===== src/hdl/openadc_consts.svh =====
`ifndef OPENADC_CONSTS_SVH
`define OPENADC_CONSTS_SVH

`define OA_DATA_W	8	// Host byte
`define OA_ADDR_W	6	// Register address field of command
`define OA_WORD_W	32
`define OA_PHASE_W	9

// Register map
`define OA_GAIN_ADDR		6'd0
`define OA_SETTINGS_ADDR	6'd1
`define OA_STATUS_ADDR		6'd2
`define OA_ADCDATA_ADDR		6'd3	// Read only, starts sample stream
`define OA_ECHO_ADDR		6'd4
`define OA_PHASE_LSB_ADDR	6'd9
`define OA_PHASE_MSB_ADDR	6'd10
`define OA_SAMPLES_ADDR		6'd16	// Four bytes, LSB first
`define OA_OFFSET_ADDR		6'd26	// Four bytes, LSB first

`define OA_CMD_VALID_BIT	7
`define OA_CMD_WRITE_BIT	6	// 1 = write, 0 = read
`define OA_SYNC_BYTE		8'hAC

// Settings register bits
`define OA_SET_RESET		0
`define OA_SET_HILOW		1
`define OA_SET_TRIGMODE		2
`define OA_SET_ARM		3
`define OA_SET_TRIGWAIT		5
`define OA_SET_CLKSRC		6

// Sequencer states
`define OA_ST_W			3
`define OA_ST_IDLE		3'd0
`define OA_ST_CMD		3'd1
`define OA_ST_WR_WAIT		3'd2
`define OA_ST_WR_DATA		3'd3
`define OA_ST_RD_START		3'd4
`define OA_ST_STREAM_WAIT	3'd5
`define OA_ST_STREAM_DATA	3'd6

`endif


===== src/hdl/openadc_pkg.sv =====
`include "openadc_consts.svh"

package openadc_pkg;

	// Phase MSB byte as written by host
	typedef struct packed {
		logic [`OA_DATA_W-3:0] rsvd;
		logic load;	// Start phase shift
		logic ph8;	// Phase bit 8
	} phase_msb_wr_t;

	// Same byte as read back
	typedef struct packed {
		logic [`OA_DATA_W-3:0] rsvd;
		logic done;	// Shift finished
		logic ph8;	// Captured phase bit 8
	} phase_msb_rd_t;

	typedef union packed {
		phase_msb_wr_t wr;
		phase_msb_rd_t rd;
	} phase_msb_u;

endpackage


===== src/hdl/phase_ctrl.sv =====
`include "openadc_consts.svh"

module phase_ctrl (
	input logic ftdi_clk,
	input logic reset,
	input logic phase_wr_i,
	input logic phase_sel_msb_i,	// 0 = LSB byte, 1 = MSB byte
	input logic [`OA_DATA_W-1:0] phase_wdata_i,
	output logic [`OA_DATA_W-1:0] phase_rdata_o,
	output logic [`OA_PHASE_W-1:0] phase_o,
	output logic phase_ld_o,
	input logic [`OA_PHASE_W-1:0] phase_i,	// Phase reported by shifter
	input logic phase_done_i
);
	import openadc_pkg::*;

	phase_msb_u wr_view;
	phase_msb_u rd_view;
	logic [`OA_PHASE_W-1:0] phase_in_q;
	logic done_q;

	assign wr_view = phase_wdata_i;

	// Phase word from two byte writes, load from MSB write
	always_ff @(posedge ftdi_clk or posedge reset) begin
		if (reset) begin
			phase_o <= '0;
			phase_ld_o <= 1'b0;
		end else begin
			phase_ld_o <= 1'b0;	// Single cycle pulse
			if (phase_wr_i && phase_sel_msb_i) begin
				phase_o[8] <= wr_view.wr.ph8;
				phase_ld_o <= wr_view.wr.load;
			end else if (phase_wr_i) begin
				phase_o[7:0] <= phase_wdata_i;
			end
		end
	end

	// Returned phase, cleared when a new shift is loaded
	always_ff @(posedge ftdi_clk or posedge reset) begin
		if (reset) begin
			phase_in_q <= '0;
			done_q <= 1'b0;
		end else if (phase_ld_o) begin
			phase_in_q <= '0;
			done_q <= 1'b0;
		end else if (phase_done_i) begin
			phase_in_q <= phase_i;
			done_q <= 1'b1;
		end
	end

	always_comb begin
		rd_view = '0;
		rd_view.rd.ph8 = phase_in_q[8];
		rd_view.rd.done = done_q;
	end

	assign phase_rdata_o = phase_sel_msb_i ? rd_view : phase_in_q[7:0];

endmodule


===== config.mk =====
export PLATFORM = sky130hd
export DESIGN_NAME = phase_ctrl
export DESIGN_NICKNAME = d
export VERILOG_FILES = /design/src/hdl/openadc_pkg.sv /design/src/hdl/phase_ctrl.sv
export VERILOG_INCLUDE_DIRS = /design/src /design/src/hdl
export SDC_FILE = /design/constraint.sdc
export NUM_CORES = 1
export LEC_CHECK = 0
export ABC_AREA = 1
export BUFFER_PORTS_ARGS = -buffer_cell sky130_fd_sc_hd__clkbuf_2
export CELL_PAD_IN_SITES_DETAIL_PLACEMENT = 1
export CELL_PAD_IN_SITES_GLOBAL_PLACEMENT = 2
export CORE_ASPECT_RATIO = 0.5
export CORE_MARGIN = 3
export CORE_UTILIZATION = 24
export DETAILED_ROUTE_END_ITERATION = 12
export GPL_TIMING_DRIVEN = 0
export PLACE_DENSITY = 0.79
export REMOVE_ABC_BUFFERS = 1
export SLEW_MARGIN = 20
export SYNTH_ARGS = -nofsm -noshare
export SYNTH_HDL_FRONTEND = slang
export SYNTH_SLANG_ARGS = --single-unit
export TNS_END_PERCENT = 10

===== constraint.sdc =====
create_clock -name ftdi_clk -period 0.9 [get_ports ftdi_clk]
set_input_delay 0.18 -clock ftdi_clk [delete_from_list [all_inputs] [get_ports ftdi_clk]]
set_output_delay 0.18 -clock ftdi_clk [all_outputs]
set_load 0.01 [all_outputs]

==> key figures <==
STA
  – Clk_skew: 0.6594 ps
  – Setup TNS: -1511 ps
  – Final period utilization: 116.0%
  – Final setup viols: 18
  – Unrepaired setup endpoints after global routing: yes
  – Final Hold Fails: 0
  – Fin. max-slew vios: 0
  – Final min period: 1044 ps
  – Max_slew headroom: about half
  – Max Fclk: ~960 MHz
  – Final worst slack: -144.0 ps
  – Worst-margin pin slew: between 700 and 800 ps

Critical path
  – CP delay by family, top: flip-flops
  – CP Cell Sequence: nand2_1, nand2_1, clkbuf_2
  – Max Fanout on Critical Path: 2
  – Critical Path Max Stage Delay: between 300 and 400 ps
  – Slowest-stage cell, CP: dfrtp_1
  – Crit. End Element: output pin
  – Crit start category: flop
  – WS Path Type: reg2out
  – Data required, critical path: around 720 ps
  – Most common cell on crit path: nand2_1
  – R2R Setup Slk: approximately 40 ps
  – Arrival time at the worst endpoint: 860 ps
  – WP buf/inv: 1

GRT
  – Vias in the first global route: 787
  – Overflow after GRT: 0
  – First-pass GRT wire length: roughly 3.6 mm
  – Antenna violations before repair: 0
  – Pin count of the biggest net entering global routing: 21
  – GRT Total Usage: a little over 10%

Floorplan
  – Die span in x: roughly 91 µm
  – Core area: 3223 µm²
  – Die ar.: between 4000 and 5000 µm²
  – I/O pin count: 40
  – Die Ht: approximately 49 µm
  – FP Rows: 14
  – Starting Density: 26.90%

Routing
  – Remaining antenna violation count: 0
  – Total number of vias: 805
  – Starting DRT DRC Count: 11
  – Routed length per instance: a little over 10 µm
  – # DRC: 0
  – First-pass iteration count of the detailed router: 3
  – Detailed Route WL: ~2 mm
  – Drt via density: roughly 4.1

Clock network
  – Clock Sinks: 20
  – CTS tree: yes
  – CTS Root Cell: clkbuf_8
  – Maximum clock insertion buffer count: 2
  – H-Tree Depth: 1
  – Post-CTS Hold Buffers: 0
  – Clock transition at path regs: about 70 ps
  – Clk Latency, worst-skew pair: roughly 250 ps
  – CTS buffer count: 3

Yosys
  – Mean Syn Cell Area: between 8 and 9 µm²
  – Post-synthesis sequential area ratio: 57.72%
  – Synth area leader: dfrtp_1
  – Largest cells by area after synthesis: dfrtp_1 (58%), nand2_1 (19%), nand3_1 (10%)
  – Mapped Cells: roughly 110
  – Synth Cell Area: ~870 µm²
  – Synth cell types: 10
  – Synth top area share: 57.72%
  – #FFs+latches synth: 20
  – Syn. warnings: 0

Place
  – Placed cells: approximately 190
  – DP Wirelength: 1.572 mm
  – Routability cong.: 0.6819
  – Port-buffer cells: 39

Cells and area
  – Layout cells sized above 1: a little over a third
  – P&R area growth vs syn: 37.95%
  – Final #Nets: between 150 and 200
  – Fin util: 37.11%
  – N_diodes: 0
  – Non-Filler Instances: 197

Run status
  – Failing checks: negative setup slack
  – Status: finished, violations left

Pwr
  – Peak supply drop: 0.5152 mV
  – Pwr Density: ~1700 nW/µm²
  – LEAKAGE: just under 0.7 nW

Job
  – Max-cap violations: 0

Worst hold path
  – Hold Path Class: in2async
## repair_timing
item | CTS | global route
pin swaps | 4 | 4
endpoints found under the setup margin | 35 | 34
gates resized for setup | 4 | 9
buffers inserted | 4 | 0
## cells in the final DEF (no fill, tap or decap)
cell	n
buf_2	5
buf_4	4
clkbuf_2	33
clkbuf_4	1
clkbuf_8	4
clkinvlp_4	1
dfrtp_1	19
dfrtp_2	1
inv_1	8
inv_8	1
nand2_1	43
nand2_2	1
nand3_1	18
nor2_1	9
nor2_4	1
## synthesized netlist by cell type, drive strengths merged
cell type  count
buf            4
dfrtp         20
inv           10
nand2         44
nand3         18
nor2          10
## through the flow
stage / setup slack [ps] / hold slack [ps] / total power [W] / area (µm²)
finish: -144.0 / 20.57 / 0.002082 / 1196
global route: -222.6 / 108.3 / 0.002221 / 1196
CTS: -160.3 / 53.91 / 0.002117 / 1189
detailed placement: -344.5 / 334.6 / 0.001419 / 1094
global placement: -346.9 / 341.8 / 0.001412 / 1094
floorplan: 84.31 / 143.8 / 0.001234 / 838.3
## sequential cells by signal, indices dropped and copies added, names as in the netlist
name / cells
done_q: 1
phase_o: 9
phase_ld_o: 1
phase_in_q: 9
## layout make-up
class / instances / area (µm²)
clock buffers: 4 / 55.05
fillers: 424 / 2027
inverters: 10 / 48.80
multi-input cells: 72 / 302.8
flip-flops and latches: 20 / 501.7
well taps: 48 / 60.06
repair buffers: 43 / 227.7
## final timing paths
kind                                  start                to  cells after the start
setup / recovery              phase_in_q[1]  phase_rdata_o[1]                      3
hold / removal                        reset        phase_o[7]                      2
setup reg to reg                 phase_ld_o     phase_in_q[2]                      4
hold reg to reg               phase_in_q[4]     phase_in_q[4]                      2
max in group asynchronous             reset        phase_ld_o                      2
min in group ftdi_clk      phase_wdata_i[1]        phase_ld_o                      3
## worst register-to-register path: stages (launching register included)
cell and delay, ps:
dfrtp_2 430, buf_4 160, inv_8 70, nand3_1 70, nand2_1 70
## report_power, final
| group | internal, W | total (W) | switching [W] |
|---|---|---|---|
| combinational | 0.000159 | 0.000374 | 0.000215 |
| sequential | 0.000993 | 0.00104 | 0.0000468 |
| clock | 0.000389 | 0.000669 | 0.000280 |
## routing by layer
metal | up-vias | part of all wire [%] | track usage (%)
met3 | 2 | 6.1 | 3.715
met1 | 373 | 46 | 13.11
li1 | 411 | - | -
met2 | 19 | 47 | 16.44
met5 | - | 0 | 0
met4 | 0 | 0.68 | 3.000
## cell families (layout without fill, tap and decap cells)
| logic type | after synthesis | after routing | synth area share [%] |
|---|---|---|---|
| buffers and inverters | 14 | 57 | 7.647 |
| DFF | 20 | 20 | 57.72 |
| and+or+nand+nor | 72 | 72 | 34.63 |
(Power assumes the default switching activity.)
