$ cat src/hdl/openadc_consts.svh
`ifndef OPENADC_CONSTS_SVH
`define OPENADC_CONSTS_SVH

`define OA_DATA_W	8	// Host byte
`define OA_ADDR_W	6	// Register address field of command
`define OA_WORD_W	32
`define OA_PHASE_W	9

// Register map
`define OA_GAIN_ADDR		6'd0
`define OA_SETTINGS_ADDR	6'd1
`define OA_STATUS_ADDR		6'd2
`define OA_ADCDATA_ADDR		6'd3	// Read only, starts sample stream
`define OA_ECHO_ADDR		6'd4
`define OA_PHASE_LSB_ADDR	6'd9
`define OA_PHASE_MSB_ADDR	6'd10
`define OA_SAMPLES_ADDR		6'd16	// Four bytes, LSB first
`define OA_OFFSET_ADDR		6'd26	// Four bytes, LSB first

`define OA_CMD_VALID_BIT	7
`define OA_CMD_WRITE_BIT	6	// 1 = write, 0 = read
`define OA_SYNC_BYTE		8'hAC

// Settings register bits
`define OA_SET_RESET		0
`define OA_SET_HILOW		1
`define OA_SET_TRIGMODE		2
`define OA_SET_ARM		3
`define OA_SET_TRIGWAIT		5
`define OA_SET_CLKSRC		6

// Sequencer states
`define OA_ST_W			3
`define OA_ST_IDLE		3'd0
`define OA_ST_CMD		3'd1
`define OA_ST_WR_WAIT		3'd2
`define OA_ST_WR_DATA		3'd3
`define OA_ST_RD_START		3'd4
`define OA_ST_STREAM_WAIT	3'd5
`define OA_ST_STREAM_DATA	3'd6

`endif

$ cat src/hdl/reg_bus_if.sv
`include "openadc_consts.svh"

interface reg_bus_if;
	logic [`OA_ADDR_W-1:0] addr;	// Latched command address
	logic wr_en;			// One cycle, WR_DATA state
	logic [`OA_DATA_W-1:0] wdata;
	logic [`OA_DATA_W-1:0] rd_data;	// Comb on addr
	logic rd_hit;			// Address is readable

	// Command sequencer side
	modport seq (
		output addr, wr_en, wdata,
		input rd_data, rd_hit
	);

	// Register file side
	modport regs (
		input addr, wr_en, wdata,
		output rd_data, rd_hit
	);

endinterface

$ cat src/hdl/host_cmd_fsm.sv
`include "openadc_consts.svh"

module host_cmd_fsm (
	input logic ftdi_clk,
	input logic reset,
	input logic cmdfifo_rxf_i,	// Host byte waiting
	input logic cmdfifo_txe_i,	// Host has room
	input logic [`OA_DATA_W-1:0] cmdfifo_din_i,
	output logic cmdfifo_rd_o,
	output logic cmdfifo_wr_o,
	output logic cmdfifo_isout_o,
	output logic [`OA_DATA_W-1:0] cmdfifo_dout_o,
	input logic fifo_empty_i,
	input logic [`OA_DATA_W-1:0] fifo_data_i,	// FWFT head
	output logic fifo_rd_en_o,
	reg_bus_if.seq bus
);

	logic [`OA_ST_W-1:0] state;
	logic [`OA_ADDR_W-1:0] addr_q;
	logic [`OA_DATA_W-1:0] dout_q;
	logic wr_q;
	logic isout_q;

	// Host pops during CMD and WR_DATA only
	assign cmdfifo_rd_o = (state == `OA_ST_CMD) || (state == `OA_ST_WR_DATA);
	assign cmdfifo_wr_o = wr_q;
	assign cmdfifo_dout_o = dout_q;
	assign cmdfifo_isout_o = isout_q;
	assign fifo_rd_en_o = (state == `OA_ST_STREAM_DATA);	// Pop head as it is loaded

	assign bus.addr = addr_q;
	assign bus.wr_en = (state == `OA_ST_WR_DATA);
	assign bus.wdata = cmdfifo_din_i;	// Valid while rd is high

	always_ff @(posedge ftdi_clk or posedge reset) begin
		if (reset) begin
			state <= `OA_ST_IDLE;
			wr_q <= 1'b0;
			isout_q <= 1'b0;
		end else begin
			case (state)
				`OA_ST_IDLE: begin
					wr_q <= 1'b0;	// Ends a pending reply byte
					isout_q <= 1'b0;
					if (cmdfifo_rxf_i)
						state <= `OA_ST_CMD;
				end
				`OA_ST_CMD: begin
					if (!cmdfifo_din_i[`OA_CMD_VALID_BIT]) begin
						state <= `OA_ST_IDLE;	// Not a command, drop
					end else if (cmdfifo_din_i[`OA_CMD_WRITE_BIT]) begin
						state <= `OA_ST_WR_WAIT;
					end else begin
						isout_q <= 1'b1;	// Bus turns toward host
						state <= `OA_ST_RD_START;
					end
				end
				`OA_ST_WR_WAIT: begin
					if (cmdfifo_rxf_i)
						state <= `OA_ST_WR_DATA;	// Data byte arrived
				end
				`OA_ST_WR_DATA:
					state <= `OA_ST_IDLE;	// Register takes byte here
				`OA_ST_RD_START: begin
					if (addr_q == `OA_ADCDATA_ADDR) begin
						state <= `OA_ST_STREAM_WAIT;	// Sync byte loaded, not sent yet
					end else if (bus.rd_hit) begin
						wr_q <= 1'b1;	// Txe not checked for single reply
						state <= `OA_ST_IDLE;
					end else begin
						isout_q <= 1'b0;	// Unmapped, no reply
						state <= `OA_ST_IDLE;
					end
				end
				`OA_ST_STREAM_WAIT: begin
					// Hold with no strobe while host is full
					if (cmdfifo_txe_i) begin
						wr_q <= 1'b1;
						if (fifo_empty_i)
							state <= `OA_ST_IDLE;	// Last byte goes out
						else
							state <= `OA_ST_STREAM_DATA;
					end
				end
				`OA_ST_STREAM_DATA: begin
					wr_q <= 1'b0;
					state <= `OA_ST_STREAM_WAIT;
				end
				default: begin
					wr_q <= 1'b0;
					isout_q <= 1'b0;
					state <= `OA_ST_IDLE;
				end
			endcase
		end
	end

	// Address and outgoing byte
	always_ff @(posedge ftdi_clk) begin
		if (state == `OA_ST_CMD)
			addr_q <= cmdfifo_din_i[`OA_ADDR_W-1:0];
		if (state == `OA_ST_RD_START)
			dout_q <= (addr_q == `OA_ADCDATA_ADDR) ? `OA_SYNC_BYTE : bus.rd_data;
		else if (state == `OA_ST_STREAM_DATA)
			dout_q <= fifo_data_i;	// Head being popped
	end

endmodule

$ cat src/flat_wrapper.sv
// flat-port wrapper written by rule: the top's interface ports become plain ports
module host_cmd_fsm_flat 
  (ftdi_clk, reset, cmdfifo_rxf_i, cmdfifo_txe_i, cmdfifo_din_i, cmdfifo_rd_o, cmdfifo_wr_o, cmdfifo_isout_o, cmdfifo_dout_o, fifo_empty_i, fifo_data_i, fifo_rd_en_o, bus_addr, bus_wr_en, bus_wdata, bus_rd_data, bus_rd_hit);
  reg_bus_if bus_i ();
  input logic ftdi_clk;
  input logic reset;
  input logic cmdfifo_rxf_i;
  input logic cmdfifo_txe_i;
  input logic [`OA_DATA_W-1:0] cmdfifo_din_i;
  output logic cmdfifo_rd_o;
  output logic cmdfifo_wr_o;
  output logic cmdfifo_isout_o;
  output logic [`OA_DATA_W-1:0] cmdfifo_dout_o;
  input logic fifo_empty_i;
  input logic [`OA_DATA_W-1:0] fifo_data_i;
  output logic fifo_rd_en_o;
  output wire logic [$bits(bus_i.addr)-1:0] bus_addr;
  output wire logic [$bits(bus_i.wr_en)-1:0] bus_wr_en;
  output wire logic [$bits(bus_i.wdata)-1:0] bus_wdata;
  input wire logic [$bits(bus_i.rd_data)-1:0] bus_rd_data;
  input wire logic [$bits(bus_i.rd_hit)-1:0] bus_rd_hit;
  assign bus_addr = bus_i.addr;
  assign bus_wr_en = bus_i.wr_en;
  assign bus_wdata = bus_i.wdata;
  assign bus_i.rd_data = bus_rd_data;
  assign bus_i.rd_hit = bus_rd_hit;
  host_cmd_fsm u_core (.ftdi_clk(ftdi_clk), .reset(reset), .cmdfifo_rxf_i(cmdfifo_rxf_i), .cmdfifo_txe_i(cmdfifo_txe_i), .cmdfifo_din_i(cmdfifo_din_i), .cmdfifo_rd_o(cmdfifo_rd_o), .cmdfifo_wr_o(cmdfifo_wr_o), .cmdfifo_isout_o(cmdfifo_isout_o), .cmdfifo_dout_o(cmdfifo_dout_o), .fifo_empty_i(fifo_empty_i), .fifo_data_i(fifo_data_i), .fifo_rd_en_o(fifo_rd_en_o), .bus(bus_i));
endmodule
$ cat config.mk
export PLATFORM = sky130hd
export DESIGN_NAME = host_cmd_fsm_flat
export DESIGN_NICKNAME = d
export VERILOG_FILES = /design/src/hdl/reg_bus_if.sv /design/src/hdl/host_cmd_fsm.sv /design/src/flat_wrapper.sv
export VERILOG_INCLUDE_DIRS = /design/src /design/src/hdl
export SDC_FILE = /design/constraint.sdc
export NUM_CORES = 1
export LEC_CHECK = 0
export ABC_AREA = 1
export BUFFER_PORTS_ARGS = -buffer_cell sky130_fd_sc_hd__buf_2
export CELL_PAD_IN_SITES_DETAIL_PLACEMENT = 2
export CELL_PAD_IN_SITES_GLOBAL_PLACEMENT = 2
export CORE_UTILIZATION = 22
export CTS_BUF_LIST = sky130_fd_sc_hd__clkbuf_8
export DETAILED_ROUTE_END_ITERATION = 8
export PLACE_DENSITY = 0.85
export RECOVER_POWER = 100
export SLEW_MARGIN = 20
export SYNTH_ARGS = -nofsm -noshare
export SYNTH_HDL_FRONTEND = slang
export SYNTH_SLANG_ARGS = --single-unit
$ cat constraint.sdc
create_clock -name ftdi_clk -period 1.5 [get_ports ftdi_clk]
set_input_delay 0.15 -clock ftdi_clk [delete_from_list [all_inputs] [get_ports ftdi_clk]]
set_output_delay 0.15 -clock ftdi_clk [all_outputs]
set_load 0.01 [all_outputs]
==> metrics.md <==
| Metric | Value |
|---|---|
| Status | finished clean |
| Post-synth cell types | 18 |
| Core Rows | 24 |
| Post-synthesis mux area share | 0% |
| Power Density | roughly 1400 mW/mm^2 |
| Max stage delay cell, worst path | dfrtp_1 |
| Top cells by count, synth | nand2_1, edfxtp_1, nand3_1 |
| Dpl cells | between 200 and 250 |
| Reg clk slew, reported paths | ~0.080 ns |
| Hold WC Path Type | primary input to flip-flop |
| Final Slew Violations | 0 |
| Post-Route WL | between 2 and 3 mm |
| Share of cells above drive strength 1 | 28.1% |
| Sink Count | 19 |
| Initial core utilization | between 20% and 30% |
| Post-synth EDFFs | 14 |
| Num CTS Buffers | 3 |
| WP data required | around 1.5 ns |
| Share of the yosys chip area belonging to registers | 54.4% |
| Crit start category | flip-flop |
| CP peak stage delay | ~0.53 ns |
| Syn. warnings | 0 |
| Worst vdd ir | about 360 uV |
| Total GRT Usage | between 10% and 20% |
| Worst R2R Start | u_core.state[2]$_DFFE_PP0P_ |
| Layout area overhead | 32.2% |
| Synth top area share | between 40% and 50% |
| CTS HTree Levels | 1 |
| Max-cap violations | 0 |
| Synth Area in XOR/XNOR | 0% |
| Top post-synthesis cells by area | edfxtp_1, nand2_1, dfrtp_1 |
| RSZ-0062 raised after global routing | true |
| Final GP Congestion | around 0.82 |
| Pleak | ~0.00064 uW |
| Adder-Cell Fraction of Synth Area | 0% |
| Cells on worst reg2reg path | 5 |
| Asr flop ratio synth | 26.3% |
| Remaining Overflow, GRT | 0 |
| DR WL/cell | 13.4 um |
| Simple-Gate Fraction of Synth Area | 26.2% |
| Hold Path Depth | 1 |
| Most frequent cell after synthesis | nand2_1 |
| Tmin final | about 1.4 ns |
| Combinational family with the most area after synthesis | simple AND/OR/NAND/NOR gates |
| Mapped Cells | 116 |
| RR Endpoint | u_core.cmdfifo_dout_o[1]$_DFFE_PP_ |
| CTS tree | yes |
| Syn avg cell area | between 8 and 9 um^2 |
| I/O pin count | 57 |
| Global-route wire length before repair | 4.89 mm |
| Antenna Nets Post-Route | 0 |
| Pin slew with the least headroom to its limit | 0.364 ns |
| Pwr Total | about 1900 uW |
| Die height | 69.5 um |
| Critical path, cell by cell | inv_4 > nor2_4 > inv_2 > nand2_1 > o21ai_0 |
| Worst clock skew | roughly 0.0087 ns |
| Worst Min Path Start | cmdfifo_din_i[4] |
| Commonest register cell after synthesis | edfxtp_1 |
| Port buffer count | 56 |
| Skew-Pair Late Insertion Delay | around 0.26 ns |
| Root Driver | clkbuf_8 |
| DPL Wire Length | between 2 and 2.5 mm |
| CP arrival | 1.39 ns |
| Number of vias per cell | 4.36 |
| Syn Std Cell Area | ~0.0010 mm^2 |
| Compound-Gate Fraction of Synth Area | under 10% |
| Max_slew headroom | 75.7% |
| Die ar. | around 0.0048 mm^2 |
| Longest Clk Path Bufs | 2 |
| FF-to-FF setup slack | between 0.1 and 0.15 ns |
| CP max FO | 8 |
| Core Area | between 0.004 and 0.005 mm^2 |
| First-pass DRT Iterations | 4 |
| Fin cells | between 200 and 250 |
| WS Path Type | flip-flop to flip-flop |
| Area leader, netlist | edfxtp_1 |
| FMAX | approximately 720 MHz |
| Min-Delay Endpoint | u_core.bus.addr[4]$_DFFE_PP_ |
| Synth Register Bits | 19 |
| Diode count | 0 |
| 1st-iter DRT viols | 43 |
| Largest net degree at the start of global routing | 12 |
| Initial antenna violation count | 0 |
| DRC viols | 0 |
| CP endpoint kind | flip-flop |
| Fin nets | about 200 |
| Vias | around 970 |
| Final hold vios | 0 |
| Final setup fails | 0 |
| Period utilisation layout | about 90% |
| Vias in the first global route | between 900 and 1000 |
| Die width | roughly 70 um |
| Mapped Nets | 146 |
==> logic make-up (layout without fill, tap and decap cells) <==
| family | after synthesis | count (layout) |
|---|---|---|
| AND/OR/NAND/NOR | 60 | 60 |
| AO/OA/AOI/OAI | 14 | 14 |
| buffers and inverters | 23 | 78 |
| flip-flops | 19 | 19 |
==> cell type report <==
class	instances	area (um^2)
timing repair buffer	60	275
tap	52	65.1
sequential	19	546
fill	531	3030
clock buffer	3	41.3
multi-input combinational	74	339
clock inverter	1	5.00
inverter	14	55.1
==> how the worst max path moves through the flow <==
stage	from	slack, ns	endpoint
finish	u_core.state[2]$_DFFE_PP0P_	0.11	u_core.cmdfifo_dout_o[1]$_DFFE_PP_
global route	u_core.state[0]$_DFFE_PP0P_	-0.0007	u_core.cmdfifo_dout_o[1]$_DFFE_PP_
CTS	u_core.state[0]$_DFFE_PP0P_	0.01	fifo_rd_en_o
detailed placement	u_core.state[2]$_DFFE_PP0P_	0.09	u_core.cmdfifo_dout_o[1]$_DFFE_PP_
global placement	u_core.state[1]$_DFFE_PP0P_	0.21	u_core.cmdfifo_dout_o[1]$_DFFE_PP_
floorplan	u_core.state[0]$_DFFE_PP0P_	0.05	u_core.cmdfifo_dout_o[0]$_DFFE_PP_
==> layer usage <==
| layer | wire length, um | global-route usage (%) | vias up |
|---|---|---|---|
| met1 | 1300 | 16.4 | 450 |
| met3 | 198 | 3.05 | 3 |
| li1 | - | - | 480 |
| met4 | 36 | 4.08 | 0 |
| met5 | 0 | 0 | - |
| met2 | 1440 | 22.3 | 40 |
==> timing repair <==
item / CTS / global route
endpoints found under the setup margin: 0 / 4
buffers inserted: 0 / 0
gates resized for setup: 0 / 3
hold buffers: 1 / 0
endpoints found under the hold margin: 5 / 0
==> where the power goes <==
group	leakage (uW)	internal (uW)	total, uW	switching (uW)
Clock	0.0000255	185	372	187
Sequential	0.000196	713	801	87.5
Combinational	0.000422	228	697	469
Total	0.000643	1130	1870	744
==> flip-flops by register name (all words and copies together), names as in the netlist <==
name	count
u_core.cmdfifo_dout_o	8
u_core.bus.addr	6
u_core.state	3
u_core.cmdfifo_isout_o	1
u_core.cmdfifo_wr_o	1
==> metrics by stage <==
stage,area (um^2),TNS [ns],util [%],setup WS [ns],hold slack (ns)
6_report,1330,0,30.5,0.115,0.0781
5_1_grt,1330,-0.000686,30.5,-0.000686,0.0652
4_1_cts,1360,0,31.1,0.0137,0.0647
3_5_place_dp,1300,0,29.9,0.0903,0.0790
3_3_place_gp,1300,0,29.9,0.213,0.0700
2_1_floorplan,1000,0,-,0.0545,-0.0715
==> worst max-delay path, delay by kind of cell, from the launching register on <==
kind                   cells  cell delay, ns
and+or+nand+nor            2            0.29
DFF                        1            0.53
AOI/OAI and AO/OA          1            0.08
buffers and inverters      2            0.23
==> placed cells by master (no fill, tap or decap), types with 2 or more instances in the layout <==
master,count
dfrtp_1,5
o21ai_0,10
nand2_1,33
nor2_1,8
clkbuf_2,2
nand3_1,11
edfxtp_1,14
nor2_2,2
buf_2,30
nand2_2,3
inv_1,10
a21oi_1,2
clkbuf_8,3
inv_2,3
clkbuf_1,26
(Power assumes the default switching activity.)
